===== src/design/mips_pkg.sv =====
// Shared encodings for the five-stage MIPS subset core
// Opcodes, function codes, ALU operation codes and the two instruction views

package mips_pkg;

    typedef logic [4:0] reg_idx_t;

    // One instruction word, read as R-type or as I-type
    typedef union packed {
        struct packed {
            logic [5:0] op;
            reg_idx_t   rs;
            reg_idx_t   rt;
            reg_idx_t   rd;
            logic [4:0] shamt;
            logic [5:0] funct;
        } r;
        struct packed {
            logic [5:0]  op;
            reg_idx_t    rs;
            reg_idx_t    rt;
            logic [15:0] imm;
        } i;
    } mips_insn_t;

    localparam logic [5:0] op_rtype = 6'h00;
    localparam logic [5:0] op_addiu = 6'h09;
    localparam logic [5:0] op_ori   = 6'h0d;
    localparam logic [5:0] op_lw    = 6'h23;
    localparam logic [5:0] op_sw    = 6'h2b;
    localparam logic [5:0] op_beq   = 6'h04;

    localparam logic [5:0] fn_addu = 6'h21;
    localparam logic [5:0] fn_subu = 6'h23;
    localparam logic [5:0] fn_and  = 6'h24;
    localparam logic [5:0] fn_or   = 6'h25;
    localparam logic [5:0] fn_slt  = 6'h2a;
    localparam logic [5:0] fn_jr   = 6'h08;

    localparam logic [2:0] alu_add = 3'd0;
    localparam logic [2:0] alu_sub = 3'd1;
    localparam logic [2:0] alu_and = 3'd2;
    localparam logic [2:0] alu_or  = 3'd3;
    localparam logic [2:0] alu_slt = 3'd4;

    // JR through this register ends the program
    localparam reg_idx_t link_reg = 5'd31;

endpackage


===== src/design/fetch_stage.sv =====
// Fetch stage
// Program counter with branch redirect and stall hold, plus the fetch/decode register

module fetch_stage import mips_pkg::*; #(
    parameter int imem_addr_bits = 8
) (
    input  logic                      clock,
    input  logic                      arst_n,
    input  logic                      start,
    input  logic                      stall,
    input  logic                      redirect,
    input  logic [31:0]               target,
    input  mips_insn_t                fetch_insn,
    output logic [imem_addr_bits-1:0] fetch_addr,
    output mips_insn_t                id_insn,
    output logic [31:0]               id_pc4,
    output logic                      id_valid
);

    logic [31:0] pc;
    logic [31:0] pc4;

    assign pc4        = pc + 32'd4;
    assign fetch_addr = pc[imem_addr_bits+1:2];

    // Idle core sits at zero and feeds bubbles
    always_ff @(posedge clock or negedge arst_n) begin
        if (!arst_n) begin
            pc       <= '0;
            id_valid <= 1'b0;
        end else if (!start) begin
            pc       <= '0;
            id_valid <= 1'b0;
        end else if (redirect) begin
            pc       <= target;
            id_valid <= 1'b0;
        end else if (!stall) begin
            pc       <= pc4;
            id_valid <= 1'b1;
        end
    end

    always_ff @(posedge clock) begin
        if (start && !redirect && !stall) begin
            id_insn <= fetch_insn;
            id_pc4  <= pc4;
        end
    end

endmodule


===== config.mk =====
export PLATFORM = sky130hd
export DESIGN_NAME = fetch_stage
export DESIGN_NICKNAME = d
export VERILOG_FILES = /design/src/design/mips_pkg.sv /design/src/design/fetch_stage.sv
export SDC_FILE = /design/constraint.sdc
export NUM_CORES = 1
export LEC_CHECK = 0
export BUFFER_PORTS_ARGS = -buffer_cell sky130_fd_sc_hd__buf_2
export CAP_MARGIN = 15
export CORE_MARGIN = 2
export CORE_UTILIZATION = 46
export CTS_CLUSTER_DIAMETER = 30
export DETAILED_ROUTE_END_ITERATION = 10
export PLACE_DENSITY = 0.76
export SLEW_MARGIN = 10
export SYNTH_ARGS = -nofsm -noshare
export SYNTH_HDL_FRONTEND = slang
export SYNTH_SLANG_ARGS = --single-unit

===== constraint.sdc =====
create_clock -name clock -period 2.1 [get_ports clock]
set_input_delay 0.315 -clock clock [delete_from_list [all_inputs] [get_ports clock]]
set_output_delay 0.315 -clock clock [all_outputs]
set_load 0.02 [all_outputs]

* Word-level counts from Yosys, hierarchy flattened *
Cells that the tools add are included.

cells by class
  add/subtract/negate cells = 1
  multiply operators = 0
  div/mod/pow operators = 0
  $lt $le $gt $ge = 0
  equal/unequal tests = 1
  shift operators = 0
  mux-type cells = 6
  bitwise gates (word level) = 0
  reductions and logical operators = 4

operator list
  operator               count
  $mux 32                3
  $add 32x3->32 const B  1
  $mux 1                 3
  $ne 3x2->1 const B     1
  $logic_and 1x1->1      2
  $logic_not 1->1        2

storage, ports and cells
  flip-flop bits (word level) = 97
  latch bits = 0
  memory bits (writable) = 0
  memory bits (read-only) = 0
  output and inout bits = 73
  memories kept = 0

* Logic depth before layout (Yosys ltp) *
  word-level depth = 4
  depth in mapped cells = 7

* Worst setup path after synthesis *
OpenSTA, ideal clock, no wires.

  kind = input to register
  start = in redirect
  end = reg id_insn[0] (netlist bit) (enable)
  library setup time = 0.486 ns
  data arrival time = 3.362 ns
  setup slack = -1.748 ns
  stages = 3
  buffers on the path = 1
  cells stage by stage = clkbuf_1 -> nand2b_1 -> nor2_1

on the way
  word-level cells in the longest chain between the ends = 3

RTL lines
  item                            line               text
  start: declaration              fetch_stage.sv:11  input logic redirect,
  $logic_not 1->1                 fetch_stage.sv:44  if (start && !redirect && !stall) begin
  $logic_and 1x1->1 (2 in a row)  fetch_stage.sv:44
  end signal: assignment          fetch_stage.sv:45  id_insn <= fetch_insn;
  end: declaration                fetch_stage.sv:15  output mips_insn_t id_insn,

No other way between the ends.
A chain may end at the register's enable or synchronous reset.

* Worst setup path after layout *
  start = reg pc[2]
  end = reg id_pc4[26] (data pin)

on the way
  word-level cells in the longest chain between the ends = 1

RTL lines
  item                      line               text
  start: declaration        fetch_stage.sv:20  logic [31:0] pc;
  start signal: assignment  fetch_stage.sv:35  pc <= target;
  start signal: assignment  fetch_stage.sv:38  pc <= pc4;
  $add 32x3->32             fetch_stage.sv:23  assign pc4 = pc + 32'd4;
  named net pc4[26]         fetch_stage.sv:21  logic [31:0] pc4;
  end signal: assignment    fetch_stage.sv:46  id_pc4 <= pc4;
  end: declaration          fetch_stage.sv:16  output logic [31:0] id_pc4,

The timed path passes the listed nets, and every way through them passes these cells.

==> impl_metrics.env <==
export IMPL_clk_pin_slew_ps=100
export IMPL_synth_cells=376
export IMPL_holdWs_ps=24.7
export IMPL_cp_buffers_inverters=0
export IMPL_relSlewSlack=0.462
export IMPL_startpoint_type="register"
export IMPL_die_x_um=103
export IMPL_clock_latency_ps=370
export IMPL_io_buffers=141
export IMPL_vias=3603
export IMPL_r2r_start="pc[2]"
export IMPL_path_common_cell="and3_1"
export IMPL_postSynth_asyncResetShare=0.340
export IMPL_syn_to_final_growth_pct=25.1
export IMPL_critPathTopFamily="simple AND/OR/NAND/NOR gates"
export IMPL_antenna_found_initial=0
export IMPL_htree_levels=3
export IMPL_fp_dieH_um=103
export IMPL_fmax_mhz=493
export IMPL_r2r_end="id_pc4[26]"
export IMPL_root_buffer="clkbuf_8"
export IMPL_cp_end_kind="register"
export IMPL_syn_area_per_cell_um2=12.0
export IMPL_yosysSeqAreaShare=0.607
export IMPL_grt_total_usage=0.214
export IMPL_grt_max_degree=54
export IMPL_path_max_fanout=7
export IMPL_worst_pin_slew_ps=807
export IMPL_cp_required_ps=2200
export IMPL_slowest_stage="dfrtp_1"
export IMPL_cts_sinks=97
export IMPL_critical_path_cell_chain="ha_1, and3_1, and3_1, nor4b_2, xor2_1"
export IMPL_grt_pass1_vias=3453
export IMPL_arrival_ps=2130
export IMPL_r2r_slack_ps=70
export IMPL_maxCapViolCount=0
export IMPL_numCtsBuffers=9
export IMPL_drt_pass1_iterations=4
export IMPL_place_ws_ps=75.1
export IMPL_setup_ws_ps=71.4
export IMPL_finalHoldViolations=0
export IMPL_wl_um=11300
export IMPL_place_hpwl_um=8150
export IMPL_power_density_nw_per_um2=687
export IMPL_outcome="completed"
export IMPL_hold_buffers=0
export IMPL_synth_edf_count=64
export IMPL_finalCritPeriodShare=0.966
export IMPL_initial_core_util=0.468
export IMPL_syn_nets=446
export IMPL_skew_ps=14.2
export IMPL_vias_per_cell=5.47
export IMPL_wire_per_inst_um=17.1
export IMPL_synth_seq_cells=97
export IMPL_layout_commonest_cell="buf_2"
export IMPL_core_rowCount=36
export IMPL_period_minus_slack_ps=2030
export IMPL_diodes=0
export IMPL_p_leak_nw=2.38
export IMPL_postRouteAntennaNets=0
export IMPL_syn_cell_area_um2=4530
export IMPL_cts_tree="done"
export IMPL_ys_flop_type="edfxtp_1"
export IMPL_hp_class="input port to async pin"
export IMPL_yosys_warnings=0
export IMPL_synth_distinct_cells=47
export IMPL_gp_congestion=0.918
export IMPL_nNetsFinal=591
export IMPL_p_total_mw=3.90
export IMPL_maxSlewViolCount=0
export IMPL_worstRegToRegCells=5
export IMPL_slowest_delay_ps=470
export IMPL_grt_pass1_wl_um=17100
export IMPL_grt_overflow_total=0
export IMPL_drt_iter0_markers=286
export IMPL_die_area_um2=10700
export IMPL_finalSetupViolCount=0
export IMPL_drc=0
export IMPL_core_area_um2=9680
export IMPL_layout_drive_gt1_share=0.369
export IMPL_fillers=818
export IMPL_mostFrequentLayoutCells="141 x buf_2, 64 x edfxtp_1, 32 x dfrtp_1, 28 x buf_4, 25 x nand2_1"
export IMPL_clk_path_buf_depth=2
export IMPL_vdd_drop_max_uv=288
export IMPL_io_pins=142
export IMPL_path_class="register to register"
==> timing repair <==
action | in CTS | in global routing
resized for setup | 0 | 3
hold endpoints to repair | 0 | 0
endpoints found under the setup margin | 0 | 5
buffers inserted | 0 | 3
==> cells in the mapped netlist, drive strengths merged, types with 4 or more instances <==
| master | count | share of area |
|---|---|---|
| nor2 | 11 | 0.0091 |
| nor2b | 10 | 0.014 |
| clkbuf | 19 | 0.016 |
| a311oi | 4 | 0.0077 |
| nand4 | 12 | 0.018 |
| o21ai | 21 | 0.023 |
| buf | 17 | 0.025 |
| dfrtp | 33 | 0.18 |
| nand3 | 10 | 0.011 |
| nor3 | 17 | 0.019 |
| nand2 | 25 | 0.021 |
| nand2b | 7 | 0.0097 |
| and4 | 9 | 0.017 |
| a31oi | 6 | 0.0083 |
| edfxtp | 64 | 0.42 |
| nor4 | 9 | 0.012 |
| xnor2 | 23 | 0.044 |
| xor2 | 18 | 0.035 |
| a211oi | 4 | 0.0066 |
| a21oi | 9 | 0.0099 |
| or4 | 4 | 0.0075 |
| o211a | 5 | 0.011 |
| and3 | 8 | 0.011 |
==> final cells by class <==
cell class                 instances  area (um^2)  share of cell area
multi-input combinational        239         1600               0.283
clock buffer                       9          124              0.0219
clock inverter                     7         73.8              0.0130
sequential                        97         2750               0.485
timing repair buffer             170          936               0.165
tap                              133          166              0.0294
inverter                           4         15.0             0.00265
==> flip-flops by register name (all words and copies together) (netlist names) <==
| register | cells |
|---|---|
| pc | 32 |
| id_insn | 32 |
| id_pc4 | 32 |
| id_valid | 1 |
==> cell families after synthesis <==
| group | count (synthesis) | share of synthesized area |
|---|---|---|
| DFF | 97 | 0.607 |
| muxes | 3 | 0.00663 |
| buffers and inverters | 40 | 0.0439 |
| adders and majority gates | 1 | 0.00276 |
| and+or+nand+nor | 132 | 0.168 |
| AOI/OAI and AO/OA | 62 | 0.0928 |
| xor gates and xnor gates | 41 | 0.0793 |
==> how the worst max path moves through the flow <==
stage,from,end,slack [ps],depth (start not counted)
3_3_place_gp,pc[11],pc[23],190,4
6_report,pc[2],id_pc4[26],70,5
5_1_grt,pc[2],id_pc4[26],-20,5
3_5_place_dp,pc[2],id_pc4[26],80,5
4_1_cts,pc[2],id_pc4[26],50,5
2_1_floorplan,redirect,id_insn[0],20,3
==> power breakdown <==
group	total [mW]	switching [mW]	internal (mW)
registers	2.21	0.0703	2.14
clock network	1.23	0.668	0.559
logic	0.458	0.270	0.188
==> through the flow <==
step / instance area (um^2) / cells / util / TNS (ps)
after floorplan: 4540 / 376 / - / 0
after global placement: 5430 / 640 / 0.561 / 0
after detailed placement: 5430 / 640 / 0.561 / 0
after CTS: 5630 / 656 / 0.581 / 0
after global routing: 5670 / 659 / 0.585 / -23.2
final: 5670 / 659 / 0.585 / 0
==> per-layer routing <==
metal  vias to the layer above  share of wire  GRT usage
met3                        25          0.094     0.0558
met5                         -              0          0
met4                         0          0.027     0.0901
met2                       182           0.48      0.355
met1                      1719           0.40      0.266
li1                       1677              -          -
Power figures use the tool's default switching activity.
