### src/design/mips_pkg.sv
// Shared encodings for the five-stage MIPS subset core
// Opcodes, function codes, ALU operation codes and the two instruction views

package mips_pkg;

    typedef logic [4:0] reg_idx_t;

    // One instruction word, read as R-type or as I-type
    typedef union packed {
        struct packed {
            logic [5:0] op;
            reg_idx_t   rs;
            reg_idx_t   rt;
            reg_idx_t   rd;
            logic [4:0] shamt;
            logic [5:0] funct;
        } r;
        struct packed {
            logic [5:0]  op;
            reg_idx_t    rs;
            reg_idx_t    rt;
            logic [15:0] imm;
        } i;
    } mips_insn_t;

    localparam logic [5:0] op_rtype = 6'h00;
    localparam logic [5:0] op_addiu = 6'h09;
    localparam logic [5:0] op_ori   = 6'h0d;
    localparam logic [5:0] op_lw    = 6'h23;
    localparam logic [5:0] op_sw    = 6'h2b;
    localparam logic [5:0] op_beq   = 6'h04;

    localparam logic [5:0] fn_addu = 6'h21;
    localparam logic [5:0] fn_subu = 6'h23;
    localparam logic [5:0] fn_and  = 6'h24;
    localparam logic [5:0] fn_or   = 6'h25;
    localparam logic [5:0] fn_slt  = 6'h2a;
    localparam logic [5:0] fn_jr   = 6'h08;

    localparam logic [2:0] alu_add = 3'd0;
    localparam logic [2:0] alu_sub = 3'd1;
    localparam logic [2:0] alu_and = 3'd2;
    localparam logic [2:0] alu_or  = 3'd3;
    localparam logic [2:0] alu_slt = 3'd4;

    // JR through this register ends the program
    localparam reg_idx_t link_reg = 5'd31;

endpackage

### src/design/hazard_unit.sv
// Hazard detection
// Stalls decode while a source register is still being produced in execute or memory

module hazard_unit import mips_pkg::*; (
    input  reg_idx_t rs_idx,
    input  reg_idx_t rt_idx,
    input  logic     rs_used,
    input  logic     rt_used,
    input  reg_idx_t ex_rd,
    input  logic     ex_we,
    input  reg_idx_t mem_rd,
    input  logic     mem_we,
    output logic     stall
);

    logic rs_hit;
    logic rt_hit;

    // Writeback is covered by the register file bypass
    assign rs_hit = rs_used && (rs_idx != '0) &&
                    ((ex_we && rs_idx == ex_rd) || (mem_we && rs_idx == mem_rd));
    assign rt_hit = rt_used && (rt_idx != '0) &&
                    ((ex_we && rt_idx == ex_rd) || (mem_we && rt_idx == mem_rd));

    assign stall = rs_hit || rt_hit;

endmodule

### config.mk
export PLATFORM = sky130hd
export DESIGN_NAME = hazard_unit
export DESIGN_NICKNAME = d
export VERILOG_FILES = /design/src/design/mips_pkg.sv /design/src/design/hazard_unit.sv
export SDC_FILE = /design/constraint.sdc
export NUM_CORES = 1
export LEC_CHECK = 0
export BUFFER_PORTS_ARGS = -buffer_cell sky130_fd_sc_hd__clkbuf_2
export CORE_AREA = 5 5 42 44
export DETAILED_ROUTE_END_ITERATION = 12
export DIE_AREA = 0 0 47 49
export GPL_TIMING_DRIVEN = 0
export PLACE_DENSITY = 0.57
export SLEW_MARGIN = 5
export SYNTH_ARGS = -nofsm -noshare
export SYNTH_HDL_FRONTEND = slang
export SYNTH_SLANG_ARGS = --single-unit
### constraint.sdc
create_clock -name vclk -period 1.62
set_input_delay 0.324 -clock vclk [all_inputs]
set_output_delay 0.324 -clock vclk [all_outputs]
set_load 0.05 [all_outputs]
## Word level (Yosys, flattened, before mapping)

Index checks and enable logic that the tools add are counted.

| operators by class | value |
|---|---|
| eq/ne operators | 4 |
| reductions and logical operators | 13 |

Operator list:

| kind | count |
|---|---|
| == test 5 bit | 4 |
| nonzero test 5 bit | 2 |
| logical AND 1 bit | 8 |
| logical OR 1 bit | 3 |

| storage, ports and cells | value |
|---|---|
| register bits after elaboration | 0 |
| input bits | 24 |
| output and inout port bits | 1 |
| logic and storage cells | 17 |

## Longest topological paths before layout

Gate-level depths: netlist of run 1.

| depth | value |
|---|---|
| depth in word-level cells | 5 |
| gate-level depth with buffers | 4 |
| mapped depth without buffers | 4 |

## Worst setup path before layout of run 1

No wires, ideal clock.

| timing | value |
|---|---|
| path kind | input-to-output |
| start point | input rs_idx[3] |
| end point | output stall |
| data arrival time | 1.621 ns |
| required time | 1.296 ns |
| slack | -0.325 ns |
| stages | 4 |
| buffers on the path | 0 |
| cell sequence | xor2_1 nor4_1 a32oi_1 o22ai_1 |

| between the ends | value |
|---|---|
| longest elaborated chain between the ends | 5 |
| elaborated cells between the ends (all ways) | 9 |
| classes of those cells | 2 x eq/ne; 7 x reduce/logical |

RTL lines:

| what | line | source |
|---|---|---|
| start: declaration | hazard_unit.sv:5 | `input reg_idx_t rs_idx,` |
| == test 5 bit | hazard_unit.sv:21 | `((ex_we && rs_idx == ex_rd) \|\| (mem_we && rs_idx == mem_rd));` |
| logical AND 1 bit | hazard_unit.sv:21 |  |
| logical OR 1 bit | hazard_unit.sv:21 |  |
| logical AND 1 bit * | hazard_unit.sv:20 | `assign rs_hit = rs_used && (rs_idx != '0) &&` |
| logical OR 1 bit * | hazard_unit.sv:25 | `assign stall = rs_hit \|\| rt_hit;` |
| end: declaration | hazard_unit.sv:13 | `output logic stall` |

Every way passes the cells marked *; elsewhere a longest branch is shown, timed or not.

## Worst setup path in the final report of run 1

| timing | value |
|---|---|
| start point | input rt_idx[3] |
| end point | output stall |

| between the ends | value |
|---|---|
| longest elaborated chain between the ends | 5 |
| elaborated cells between the ends (all ways) | 9 |
| classes of those cells | 2 x eq/ne; 7 x reduce/logical |

RTL lines:

| what | line | source |
|---|---|---|
| start: declaration | hazard_unit.sv:6 | `input reg_idx_t rt_idx,` |
| == test 5 bit | hazard_unit.sv:23 | `((ex_we && rt_idx == ex_rd) \|\| (mem_we && rt_idx == mem_rd));` |
| logical AND 1 bit | hazard_unit.sv:23 |  |
| logical OR 1 bit | hazard_unit.sv:23 |  |
| logical AND 1 bit * | hazard_unit.sv:22 | `assign rt_hit = rt_used && (rt_idx != '0) &&` |
| logical OR 1 bit * | hazard_unit.sv:25 |  |

Marks and branches as above.

==> run metrics, run 1 <==
outcome=finished with violations; failing checks=setup timing; Mapped Nets=57; Layout Cell Area excl Fill=489 um^2; average size of a mapped cell=~7.9 um^2; RSZ-0062 raised after global routing=true; remaining global-route overflow=0; routed vias/inst=4.47; die area=around 0.0023 mm^2; NetSw=59.5 uW; Leakage=0.214 nW; clock network power share=0%; yosys warns=0; Least-Margin Pin Slew=265 ps; I/O pins=25; Area Growth Syn to Fin=87.1%; final setup vio count=1; Setup CP Type=input port to primary output; pre-CTS setup slack=-259 ps; Pwr Total=about 120 uW; DP HPWL=787 um; Placed Instances=74; Hold WS=1020 ps; Critical Path Start Type=input port; crit-path max FO=3; Core ar.=approximately 0.0014 mm^2; register area share after synthesis=0%; ANT nets after route=0; most frequent cells in the layout=clkbuf_2 (23), xor2_1 (16), xnor2_1 (4); clock buffers=0; wire per inst=11.6 um; setup bufs post-CTS=0; vias in the first global route=363; Synth top area share=53.6%; DRC=0; crit share post-route=108%; Site Rows=14; fin crit period=1750 ps; final net count=84; Worst Path Arrival=1430 ps; starting density of the core=18.7%; gpl congestion=0.692; Max Clock Freq=571 MHz; fill count=161; worst setup margin=-131 ps; GRT Util Overall=7.65%; height of the chip=approximately 49 um; vias post-DR=331; internal power=60.0 uW; maximum vdd drop=80.3 uV; switching share of power=49.8%; Die W=47 um; Power Density=244 mW/mm^2; Final Non-Filler Cells=74; Seq pwr share=0%; register area=0 um^2; Seq cells=0; WP data required=around 1300 ps; area taken by multi-input logic gates=325 um^2; # Max-Cap Violations=0; Synth Instances=33; placed cell areas=420 um^2; Pre-Repair DR Iteration Count=2; port bufs=25; Comb pwr share=100.0%; final hold vios=0; area leader, netlist=xor2_1; first-pass GRT wire length=roughly 1400 um; largest net degree at the start of global routing=4; Rel. slew slack=82.3%; Max Slew Vio Count=0; mapped cell area=262 um^2; most common cell after layout, fill and taps aside=clkbuf_2; worst min-delay path category=input port to primary output; antenna diode count=0; Post-Route WL=857 um; synth top area cells=xor2_1 (54%), xnor2_1 (13%), nor4_1 (9.6%); drt initial violations=4; kind of end point of the critical path=primary output; share of cells above drive strength 1=56.9%; initial antenna violation count=0; Synth cell types=8
cell type report:
type / count / area share (%)
Multi-Input combinational cell: 33 / 66.5
Tap cell: 16 / 4.09
Timing Repair Buffer: 25 / 29.4
per-layer routing:
metal  global-route usage (%)  vias up  share of wire (%)  wire, um
li1                         -      172                  -         -
met1                     10.2      148                 38       325
met2                     13.6       11                 54       464
met3                    0.738        0                7.8        67
met4                        0        0                  0         0
met5                        0        -                  0         0
cells in the mapped netlist:
cell,n
and2_1,2
or4_1,2
o22ai_1,1
a32oi_1,2
xor2_1,16
xnor2_1,4
o21ai_1,2
nor4_1,4
worst max-delay path, stage by stage:
cell	delay [ps]
clkbuf_2	110
or4_4	560
o21ai_4	180
o22ai_4	90
buf_8	160
metrics by stage:
| step | util [%] | TNS, ps |
|---|---|---|
| 3_5_place_dp | 30.0 | -259 |
| 4_1_cts | 32.6 | -150 |
| 2_1_floorplan | - | 0 |
| 5_1_grt | 34.9 | -167 |
| 3_3_place_gp | 30.0 | -264 |
| 6_report | 34.9 | -131 |
what timing repair did:
action / CTS / global route
pin swaps: 2 / 4
endpoints found under the setup margin: 1 / 1
resized for setup: 7 / 6
hold buffers: 0 / 0
cells by family (layout without fill, tap and decap cells):
kind of cell           count (synthesis)  after routing  share of synthesized area (%)
XOR/XNOR                              20             20                           67.0
AND/OR/NAND/NOR                        8              8                           20.1
AO/OA/AOI/OAI                          5              5                           12.9
buffers and inverters                  0             25                              0
final timing paths:
check                      from  cells past startpoint    end  slack (ps)
worst max-delay path  rt_idx[3]                      5  stall        -130
worst min-delay path    rt_used                      4  stall        1020
power by group through the flow:
stage | combinational (mW) | clock (mW) | sequential, mW
finish | 0.120 | 0 | 0
detailed placement | 0.102 | 0 | 0
global route | 0.132 | 0 | 0
floorplan | 0.0501 | 0 | 0
CTS | 0.111 | 0 | 0
global placement | 0.101 | 0 | 0
Note: power is estimated with default switching activity, not from simulation.
==> inputs of run 2 (changes only) <==
--- a/config.mk
+++ b/config.mk
@@ -11,6 +11,7 @@
 export DIE_AREA = 0 0 47 49
 export GPL_TIMING_DRIVEN = 0
 export PLACE_DENSITY = 0.57
+export REMOVE_ABC_BUFFERS = 1
 export SLEW_MARGIN = 5
 export SYNTH_ARGS = -nofsm -noshare
 export SYNTH_HDL_FRONTEND = slang
==> run 2 against run 1 <==
Compared with the run above: the flow still finishes with violations (setup timing); critical endpoint unchanged; die area unchanged; worst setup slack improved by 27 ps; count of clock-buffer cells in the layout unchanged; non-clock buffer count increased by 1.
==> run metrics, run 2 (synthesis results as in run 1) <==
port bufs=25 (unchanged); NetSw=56.4 uW (-5.3%); initial antenna violation count=0 (unchanged); DP HPWL=786 um (-0.13%); clock buffers=0 (unchanged); Setup CP Type=input port to primary output; Area Growth Syn to Fin=88.5%; Critical Path Start Type=input port; WP data required=1300 ps (about the same); I/O pins=25 (unchanged); Pre-Repair DR Iteration Count=4 (+2); Max Slew Vio Count=0 (unchanged); most frequent cells in the layout=clkbuf_2 (18), xor2_1 (14), xnor2_1 (4); Core ar.=0.00140 mm^2 (unchanged); GRT Util Overall=7.44% (-0.21 points); vias in the first global route=365 (+0.55%); worst setup margin=-104 ps (+27.2 ps); crit share post-route=106% (-1.7 points); remaining global-route overflow=0 (unchanged); internal power=65.3 uW (+8.8%); routed vias/inst=4.44 (-0.74%); # Max-Cap Violations=0 (unchanged); switching share of power=46.3% (-3.5 points); Critical Path Sink=stall; DRC=0 (unchanged); starting density of the core=18.7% (unchanged); fill count=160 (-0.62%); largest net degree at the start of global routing=4 (unchanged); Hold WS=1040 ps (+20.1 ps); Seq cells=0 (unchanged); worst min-delay path category=input port to primary output; failing checks=setup timing; ANT nets after route=0 (unchanged); wire per inst=12.1 um (+4.2%); Site Rows=14 (unchanged); antenna diode count=0 (unchanged); first-pass GRT wire length=1370 um (-3.9%); vias post-DR=333 (+0.60%); share of cells above drive strength 1=52.5% (-4.4 points); height of the chip=49 um (unchanged); Layout Cell Area excl Fill=493 um^2 (+0.77%); outcome=finished with violations; kind of end point of the critical path=primary output; Max Clock Freq=580 MHz (+1.6%); CP startpoint=rs_idx[1]; Worst Path Arrival=1400 ps (-30 ps); final setup vio count=1 (unchanged); clock network power share=0% (unchanged); Placed Instances=74 (unchanged); Seq pwr share=0% (unchanged); final hold vios=0 (unchanged); Leakage=0.217 nW (+1.4%); final net count=85 (+1.2%); Post-Route WL=905 um (+5.6%); placed cell areas=407 um^2 (-3.3%); Final Non-Filler Cells=75 (+1.4%); Power Density=247 mW/mm^2 (+1.0%); Comb pwr share=100.0% (about the same); drt initial violations=3 (-1); Rel. slew slack=84.5% (+2.2 points); Least-Margin Pin Slew=230 ps (-35.3 ps); pre-CTS setup slack=-184 ps (+75.8 ps); gpl congestion=0.687 (-0.74%); die area=0.00230 mm^2 (unchanged); RSZ-0062 raised after global routing=true; maximum vdd drop=57.9 uV (-28%); Pwr Total=122 uW (+1.8%); Die W=47 um (unchanged); crit-path max FO=3 (unchanged); most common cell after layout, fill and taps aside=clkbuf_2; register area=0 um^2 (unchanged); fin crit period=1720 ps (-27.2 ps)
==> run 2: cell types whose count changed in the layout (fill, tap and decap cells not counted), moves of 2 or more <==
cell      before  now
xor2_2         0    2
clkbuf_2      23   18
o21ai_4        2    0
buf_6          0    2
xor2_1        16   14
or4_1          0    2
or4_4          2    0
buf_4          0    3
o21ai_1        0    2
==> run 2: timing repair <==
action,4_1_cts,5_1_grt
gates resized for setup,3,18
endpoints found under the setup margin,1,1
pin swaps,1,8
cloned,0,0
buffers inserted,0,1
hold buffers,0,0
==> run 2: worst min path at each step <==
stage          endpoint  slack [ps]    start  cells after the start
3_3_place_gp      stall        1100  rt_used                      4
6_report          stall        1040  rs_used                      4
4_1_cts           stall        1060  rt_used                      4
5_1_grt           stall        1080  rs_used                      4
2_1_floorplan     stall        1030  rt_used                      2
3_5_place_dp      stall        1100  rt_used                      4
==> run 2: critical path, stage by stage <==
cell and delay (ps):
clkbuf_2 110, xor2_1 160, nor4_1 260, a32oi_1 140
o22ai_1 200, clkbuf_8 210
==> run 2: per-layer routing <==
metal,vias to the layer above,routed length [um],global-route usage [%]
li1,171,-,-
met3,0,25,0
met1,154,327,8.04
met4,0,0,0
met2,8,552,15.6
met5,-,0,0
==> run 2: cell type report <==
| type | count | area, um^2 | area share, % |
|---|---|---|---|
| Timing Repair Buffer | 26 | 178 | 36.0 |
| Tap cell | 16 | 20.0 | 4.06 |
| Multi-Input combinational cell | 33 | 295 | 59.9 |
==> run 2: power groups by stage <==
stage / Combinational (mW) / Sequential [mW] / Clock (mW)
2_1_floorplan: 0.0464 / 0 / 0
3_3_place_gp: 0.0984 / 0 / 0
3_5_place_dp: 0.0990 / 0 / 0
4_1_cts: 0.103 / 0 / 0
5_1_grt: 0.133 / 0 / 0
6_report: 0.122 / 0 / 0
==> run 2: metrics by stage <==
step / setup TNS [ps] / util [%]
finish: -104 / 35.2
global route: -200 / 35.2
CTS: -126 / 30.3
detailed placement: -184 / 29.0
global placement: -216 / 29.0
floorplan: -325 / -
