File: src/design/mips_pkg.sv
// Shared encodings for the five-stage MIPS subset core
// Opcodes, function codes, ALU operation codes and the two instruction views

package mips_pkg;

    typedef logic [4:0] reg_idx_t;

    // One instruction word, read as R-type or as I-type
    typedef union packed {
        struct packed {
            logic [5:0] op;
            reg_idx_t   rs;
            reg_idx_t   rt;
            reg_idx_t   rd;
            logic [4:0] shamt;
            logic [5:0] funct;
        } r;
        struct packed {
            logic [5:0]  op;
            reg_idx_t    rs;
            reg_idx_t    rt;
            logic [15:0] imm;
        } i;
    } mips_insn_t;

    localparam logic [5:0] op_rtype = 6'h00;
    localparam logic [5:0] op_addiu = 6'h09;
    localparam logic [5:0] op_ori   = 6'h0d;
    localparam logic [5:0] op_lw    = 6'h23;
    localparam logic [5:0] op_sw    = 6'h2b;
    localparam logic [5:0] op_beq   = 6'h04;

    localparam logic [5:0] fn_addu = 6'h21;
    localparam logic [5:0] fn_subu = 6'h23;
    localparam logic [5:0] fn_and  = 6'h24;
    localparam logic [5:0] fn_or   = 6'h25;
    localparam logic [5:0] fn_slt  = 6'h2a;
    localparam logic [5:0] fn_jr   = 6'h08;

    localparam logic [2:0] alu_add = 3'd0;
    localparam logic [2:0] alu_sub = 3'd1;
    localparam logic [2:0] alu_and = 3'd2;
    localparam logic [2:0] alu_or  = 3'd3;
    localparam logic [2:0] alu_slt = 3'd4;

    // JR through this register ends the program
    localparam reg_idx_t link_reg = 5'd31;

endpackage

File: src/design/decode_stage.sv
// Decode stage
// Instruction decode, 32-entry register file with write-through from writeback,
// debug read port and the decode/execute register

module decode_stage import mips_pkg::*; (
    input  logic        clock,
    input  logic        arst_n,
    input  mips_insn_t  id_insn,
    input  logic [31:0] id_pc4,
    input  logic        id_valid,
    input  logic        stall,
    input  logic        redirect,
    input  logic        wb_we,
    input  reg_idx_t    wb_rd,
    input  logic [31:0] wb_data,
    input  reg_idx_t    dbg_reg,
    output reg_idx_t    rs_idx,
    output reg_idx_t    rt_idx,
    output logic        rs_used,
    output logic        rt_used,
    output logic        ex_valid,
    output logic [31:0] ex_rs_val,
    output logic [31:0] ex_rt_val,
    output logic [31:0] ex_imm,
    output logic [31:0] ex_pc4,
    output logic [2:0]  ex_alu_op,
    output logic        ex_use_imm,
    output reg_idx_t    ex_rd,
    output logic        ex_reg_we,
    output logic        ex_mem_read,
    output logic        ex_mem_write,
    output logic        ex_is_beq,
    output logic        ex_is_jr,
    output logic        ex_is_link_jr,
    output logic [31:0] dbg_data
);

    logic [31:0] regs [32];
    logic [5:0]  op;
    logic [5:0]  funct;
    logic [31:0] rs_val;
    logic [31:0] rt_val;
    logic [31:0] imm_ext;
    reg_idx_t    dest;
    logic [2:0]  alu_op;
    logic        use_imm;
    logic        reg_we;
    logic        mem_read;
    logic        mem_write;
    logic        is_beq;
    logic        is_jr;
    logic        rs_use;
    logic        rt_use;
    logic        bubble;

    assign op     = id_insn.r.op;
    assign funct  = id_insn.r.funct;
    assign rs_idx = id_insn.i.rs;
    assign rt_idx = id_insn.i.rt;

    // ORI zero-extends, everything else sign-extends
    assign imm_ext = (op == op_ori) ? {16'b0, id_insn.i.imm}
                                    : {{16{id_insn.i.imm[15]}}, id_insn.i.imm};
    assign dest    = (op == op_rtype) ? id_insn.r.rd : id_insn.i.rt;

    always_comb begin
        alu_op    = alu_add;
        use_imm   = 1'b0;
        reg_we    = 1'b0;
        mem_read  = 1'b0;
        mem_write = 1'b0;
        is_beq    = 1'b0;
        is_jr     = 1'b0;
        rs_use    = 1'b1;
        rt_use    = 1'b0;
        case (op)
            op_rtype: begin
                rt_use = (funct != fn_jr);
                case (funct)
                    fn_addu: reg_we = 1'b1;
                    fn_subu: begin
                        alu_op = alu_sub;
                        reg_we = 1'b1;
                    end
                    fn_and: begin
                        alu_op = alu_and;
                        reg_we = 1'b1;
                    end
                    fn_or: begin
                        alu_op = alu_or;
                        reg_we = 1'b1;
                    end
                    fn_slt: begin
                        alu_op = alu_slt;
                        reg_we = 1'b1;
                    end
                    fn_jr:   is_jr = 1'b1;
                    default: ;
                endcase
            end
            op_addiu: begin
                use_imm = 1'b1;
                reg_we  = 1'b1;
            end
            op_ori: begin
                alu_op  = alu_or;
                use_imm = 1'b1;
                reg_we  = 1'b1;
            end
            op_lw: begin
                use_imm  = 1'b1;
                reg_we   = 1'b1;
                mem_read = 1'b1;
            end
            op_sw: begin
                use_imm   = 1'b1;
                rt_use    = 1'b1;
                mem_write = 1'b1;
            end
            op_beq: begin
                alu_op = alu_sub;
                rt_use = 1'b1;
                is_beq = 1'b1;
            end
            default: rs_use = 1'b0;
        endcase
    end

    assign rs_used = id_valid && rs_use;
    assign rt_used = id_valid && rt_use;

    // Register zero is never written, so it reads zero from reset on
    always_ff @(posedge clock or negedge arst_n) begin
        if (!arst_n) begin
            for (int k = 0; k < 32; k++) begin
                regs[k] <= '0;
            end
        end else if (wb_we && wb_rd != '0) begin
            regs[wb_rd] <= wb_data;
        end
    end

    // Writeback in the same cycle is seen through the bypass
    assign rs_val = (rs_idx == '0) ? '0 :
                    (wb_we && wb_rd == rs_idx) ? wb_data : regs[rs_idx];
    assign rt_val = (rt_idx == '0) ? '0 :
                    (wb_we && wb_rd == rt_idx) ? wb_data : regs[rt_idx];

    assign dbg_data = regs[dbg_reg];

    assign bubble = !id_valid || stall || redirect;

    always_ff @(posedge clock or negedge arst_n) begin
        if (!arst_n) begin
            ex_valid      <= 1'b0;
            ex_reg_we     <= 1'b0;
            ex_mem_read   <= 1'b0;
            ex_mem_write  <= 1'b0;
            ex_is_beq     <= 1'b0;
            ex_is_jr      <= 1'b0;
            ex_is_link_jr <= 1'b0;
        end else begin
            ex_valid      <= !bubble;
            ex_reg_we     <= !bubble && reg_we;
            ex_mem_read   <= !bubble && mem_read;
            ex_mem_write  <= !bubble && mem_write;
            ex_is_beq     <= !bubble && is_beq;
            ex_is_jr      <= !bubble && is_jr;
            ex_is_link_jr <= !bubble && is_jr && (rs_idx == link_reg);
        end
    end

    always_ff @(posedge clock) begin
        ex_rs_val  <= rs_val;
        ex_rt_val  <= rt_val;
        ex_imm     <= imm_ext;
        ex_pc4     <= id_pc4;
        ex_alu_op  <= alu_op;
        ex_use_imm <= use_imm;
        ex_rd      <= dest;
    end

endmodule

File: config.mk
export PLATFORM = sky130hd
export DESIGN_NAME = decode_stage
export DESIGN_NICKNAME = d
export VERILOG_FILES = /design/src/design/mips_pkg.sv /design/src/design/decode_stage.sv
export SDC_FILE = /design/constraint.sdc
export NUM_CORES = 2
export LEC_CHECK = 0
export ABC_AREA = 0
export BUFFER_PORTS_ARGS = -buffer_cell sky130_fd_sc_hd__buf_4
export CAP_MARGIN = 20
export CORE_MARGIN = 2
export CORE_UTILIZATION = 58
export CTS_CLUSTER_DIAMETER = 30
export DETAILED_ROUTE_END_ITERATION = 16
export GPL_ROUTABILITY_DRIVEN = 1
export PLACE_DENSITY = 0.76
export SLEW_MARGIN = 25
export SYNTH_ARGS = -nofsm -noshare
export SYNTH_HDL_FRONTEND = slang
export SYNTH_SLANG_ARGS = --single-unit
File: constraint.sdc
create_clock -name clock -period 2.6 [get_ports clock]
set_clock_uncertainty 0.1 [all_clocks]
set_input_delay 0.26 -clock clock [delete_from_list [all_inputs] [get_ports clock]]
set_output_delay 0.26 -clock clock [all_outputs]
set_load 0.1 [all_outputs]
[Word level (Yosys, flattened, before mapping)]
Index checks and enable logic that the tools add are counted.
Storage, ports and cells
  register bits: 1153
  output and inout port bits: 188
  logic and storage cells: 123
Cells by class
  magnitude comparators: 5
  eq/ne operators: 15
  mux-type cells: 27
  bitwise gates (word level): 4
  reduce and logical (&&, ||, !) cells: 25
Operators by type and width (count)
  bitwise mux 1024 bit: 1
  binary-select mux 32 bit (select 5 bit): 3
  two-way mux 32 bit: 9
  demux 32 bit (select 5 bit): 1
  equality test 6 bit, second input constant: 7
  greater-or-equal comparator 6 bit, second input constant: 4
  inverter 5 -> 6 bit: 4
  equality test 6 x 4 -> 1 bit, second input constant: 3
  logical AND 1 bit: 12
  case mux 3 bit (4 select lines): 1
  equality test 5 bit: 2
  zero test 5 bit: 2
  case mux 3 bit (3 select lines): 1
  two-way mux 1 bit: 8
  equality test 6 x 3 -> 1 bit, second input constant: 1
  zero test 6 bit: 1
  < comparator 6 x 1 -> 1 bit, second input constant: 1
  inequality test 6 x 4 -> 1 bit, second input constant: 1
  OR reduction 6 bit: 1
  equality test 5 bit, second input constant: 1
  two-way mux 5 bit: 1
  nonzero test 5 bit: 1
  OR reduction 5 bit: 1
  case mux 1 bit (2 select lines): 2
  5 further kinds: 7

[Logic depth before layout (Yosys ltp)]
  word-level depth: 6
  gate-level depth with buffers: 9

[Least setup slack after synthesis]
No wires, ideal clock.
  path type: in2out
  from: input id_insn[27] (netlist bit)
  to: output rt_used
  data arrival time: 2.472 ns
  data required time: 2.240 ns
  path slack: -0.232 ns
  cell stages on the path: 4
  cell sequence: or3_1 -> nor3_1 -> a22oi_1 -> nor2b_1
Between the ends
  longest elaborated chain between the ends: 4
Ends and longest elaborated chain
  start, declared: line decode_stage.sv:8  | input mips_insn_t id_insn,
  equality test 6 x 3 -> 1 bit / equality test 6 bit (equally long branches): line decode_stage.sv:76  | case (op)
  OR reduction 2 bit (no source line)
  case mux 1 bit (2 select lines) (*): line decode_stage.sv:76
  logical AND 1 bit (*): line decode_stage.sv:130  | assign rt_used = id_valid && rt_use;
  end, declared: line decode_stage.sv:20  | output logic rt_used,
Mark *: on every way between the ends. The rest lies on a longest branch, timed or not.

[Final worst setup path]
  from: register regs[988] (netlist bit)
  to: output dbg_data[28]
Between the ends
  longest elaborated chain between the ends: 3
Ends and longest elaborated chain
  start, declared: line decode_stage.sv:38  | logic [31:0] regs [32];
  start signal, assigned by index: line decode_stage.sv:139  | regs[wb_rd] <= wb_data;
  binary-select mux 32 bit (select 5 bit): line decode_stage.sv:149  | assign dbg_data = regs[dbg_reg];
  two-way mux 32 bit (implied by the code) (2 in a row): line decode_stage.sv:149
  end, declared: line decode_stage.sv:35  | output logic [31:0] dbg_data
Every way passes these cells. The select of a mux whose other input is x is not followed.

==> results.sh <==
export IMPL_grt_pass1_wl_um=372000
export IMPL_place_hpwl_um=153000
export IMPL_cp_arrival_ns=2.80
export IMPL_crit_fanout=4
export IMPL_syn_nets=4506
export IMPL_drv_slew=0
export IMPL_drt_iter0_markers=8101
export IMPL_critPathSlowestCell="mux4_2"
export IMPL_p_total_mw=76.1
export IMPL_grtUsageTotal_pct=44.4
export IMPL_syn_avg_cell_area_um2=14.9
export IMPL_power_leakage_nw=36.9
export IMPL_multi_input_area_um2=35400
export IMPL_hold_class="in -> reg"
export IMPL_core_um2=112000
export IMPL_period_minus_slack_ns=3.16
export IMPL_ir_drop_mv=0.718
export IMPL_path_class="reg -> out"
export IMPL_port_buffers=299
export IMPL_num_rows=123
export IMPL_outcome="finished with violations"
export IMPL_drv_cap=0
export IMPL_yosysWarnings=0
export IMPL_ant_nets=0
export IMPL_met3_length_um=40800
export IMPL_synth_edff_count=0
export IMPL_hold_start="id_insn[27]"
export IMPL_setup_tns_ns=-15.36
export IMPL_fp_dieH_um=340
export IMPL_post_drt_wl_per_cell_um=37.5
export IMPL_dieArea_um2=116000
export IMPL_rr_startpoint="regs[671]"
export IMPL_rsz0062_at_grt="yes"
export IMPL_clk_pin_slew_ns=0.05
export IMPL_root_buffer="clkbuf_16"
export IMPL_routed_wirelength_um=258000
export IMPL_cp_slowest_stage_delay_ns=0.49
export IMPL_vias=52100
export IMPL_antenna_found_initial=22
export IMPL_dr_pass1_iters=6
export IMPL_ys_seq_area_share_pct=43.0
export IMPL_path_buf_inv=1
export IMPL_power_density_nw_per_um2=897
export IMPL_top_layer="met5"
export IMPL_cp_startpoint="regs[988]"
export IMPL_clock_latency_ns=0.83
export IMPL_grt_max_degree=108
export IMPL_setup_viol=32
export IMPL_finalNonFillerCells=6860
export IMPL_min_period_over_period_pct=121
export IMPL_drive_gt1_share_pct=59.3
export IMPL_synthDistinctLibCells=54
export IMPL_path_delay_family="multiplexers"
export IMPL_endpoint_kind="output pin"
export IMPL_nNetsFinal=5246
export IMPL_finalWorstSetupSlack_ns=-0.558
export IMPL_finalHoldViolations=0
export IMPL_ios=300
export IMPL_slew_headroom_pct=28.5
export IMPL_fmax_mhz=317
export IMPL_synthArstFlopShare_pct=89.4
export IMPL_ys_seq_elements=1153
export IMPL_syn_area_um2=65600
export IMPL_final_cell_mix="1012 x dfrtp_1, 998 x mux2_2, 712 x mux4_2"
export IMPL_place_ws_ns=-0.196
export IMPL_cts_tree="done"
export IMPL_cts_buffers=236
export IMPL_synth_flop_cell="dfrtp_1"
export IMPL_netlist_instances=4394
export IMPL_final_seq_area_um2=28300
export IMPL_initial_utilization_pct=58.4
export IMPL_cts_max_level=4
export IMPL_clock_path_buffers=3
export IMPL_clock_sinks=1153
export IMPL_worstPathCellList="mux4_2 > mux4_2 > mux2_4 > buf_12"
export IMPL_violations="negative setup slack"
export IMPL_layout_commonest_cell="dfrtp_1"
export IMPL_met2WireLength_um=109000
export IMPL_finalHoldWorstSlack_ns=0.0501
export IMPL_tightestPinTransition_ns=1.07
export IMPL_critPathRequiredTime_ns=2.24
export IMPL_fillers=6418
export IMPL_drc=0
export IMPL_viasPerCell=7.59
export IMPL_startpoint_type="flip-flop"
export IMPL_path_common_cell="mux4_2"
export IMPL_areaGrowthSynthToFinish_pct=29.3
export IMPL_dieWidth_um=340
export IMPL_met1Wirelength_um=85100
export IMPL_placedCellCount=6032
export IMPL_routabilityCongestion=0.935
export IMPL_grt_overflow=0
export IMPL_grt_pass1_vias=53000
area by class of cell:
type	instances	area share [%]
inverter	4	0.0177
antenna	15	0.0442
timing repair buffer	1036	12.4
clock buffer	277	7.55
sequential	1153	33.3
clock inverter	172	2.80
multi-input combinational	2703	41.7
tap	1500	2.21
stage by stage:
| stage | utilization (%) | area [µm²] |
|---|---|---|
| 3_3_place_gp | 64.4 | 72400 |
| 5_1_grt | 75.5 | 84800 |
| 2_1_floorplan | - | 65700 |
| 6_report | 75.5 | 84900 |
| 4_1_cts | 75.1 | 84400 |
| 3_5_place_dp | 64.5 | 72500 |
routing by layer:
| layer | track usage, % | vias to the layer above |
|---|---|---|
| met3 | 19.1 | 1449 |
| li1 | - | 19100 |
| met2 | 62.0 | 5155 |
| met5 | 0.654 | - |
| met4 | 32.2 | 30 |
| met1 | 55.3 | 26300 |
repair_timing:
item	in CTS	in global routing
buffers inserted	170	49
hold endpoints to repair	2150	5
resized for setup	110	12
endpoints found under the setup margin	32	35
hold buffers	144	2
sequential cells by signal, summed over array words and instances, names as in the netlist, 3 cells and up:
register	count
ex_alu_op	3
ex_imm	17
ex_pc4	32
ex_rd	5
ex_rs_val	32
ex_rt_val	32
regs	1024
worst paths after layout:
| path | end | slack [ns] | cells after the start |
|---|---|---|---|
| hold reg to reg | regs[994] | 0.32 | 0 |
| setup / recovery | dbg_data[28] | -0.56 | 4 |
| min in group asynchronous | regs[639] | 0.15 | 3 |
| setup reg to reg | ex_rs_val[31] | 0.18 | 6 |
| hold / removal | ex_rd[3] | 0.05 | 5 |
| max in group asynchronous | regs[523] | 1.60 | 3 |
kinds of logic (layout without fill, tap and decap cells):
| logic type | count (synthesis) | in the layout | synth area share, % |
|---|---|---|---|
| buffers and inverters | 538 | 1489 | 3.73 |
| DFF | 1153 | 1153 | 43.0 |
| AOI/OAI and AO/OA | 466 | 466 | 5.26 |
| and+or+nand+nor | 213 | 213 | 1.58 |
| xor gates and xnor gates | 11 | 11 | 0.147 |
| muxes | 2013 | 2013 | 46.2 |
| other | 0 | 15 | 0 |
where the power goes:
part | switching [mW] | internal, mW | total, mW
Combinational | 9.10 | 9.51 | 18.6
Clock | 11.3 | 21.7 | 33.0
Sequential | 3.31 | 21.2 | 24.5
cells in the mapped netlist (4+ instances only):
master	n	area (µm²)
a211o_1	12	105
a211oi_1	43	323
a21oi_1	76	380
a221oi_1	16	140
a22o_1	23	201
a22oi_1	135	1010
a32o_1	21	210
and3_1	4	25.0
buf_1	72	270
buf_2	110	551
buf_4	64	480
buf_6	7	78.8
clkbuf_1	281	1050
dfrtp_1	1031	25800
dfxtp_1	122	2440
inv_1	4	15.0
mux2_2	1030	11600
mux2i_1	271	2710
mux4_2	712	16000
nand2_1	68	255
nand3_1	28	140
nand3b_1	6	45.0
nor2_1	51	191
nor2b_1	11	68.8
nor3_1	4	20.0
nor3b_1	9	67.6
o211ai_1	17	128
o21a_1	6	45.0
o21ai_0	16	80.1
o221a_2	12	135
o221ai_1	38	333
o22ai_1	33	206
o32ai_1	8	70.1
or2_2	6	37.5
or3_1	4	25.0
xnor2_1	8	70.1
tightest hold or removal path, stage by stage:
cell and delay [ns]:
buf_4 0.09, or3_1 0.17, nor4_2 0.06, buf_4 0.16, mux2_2 0.21
Note: power is estimated with default switching activity, not from simulation.
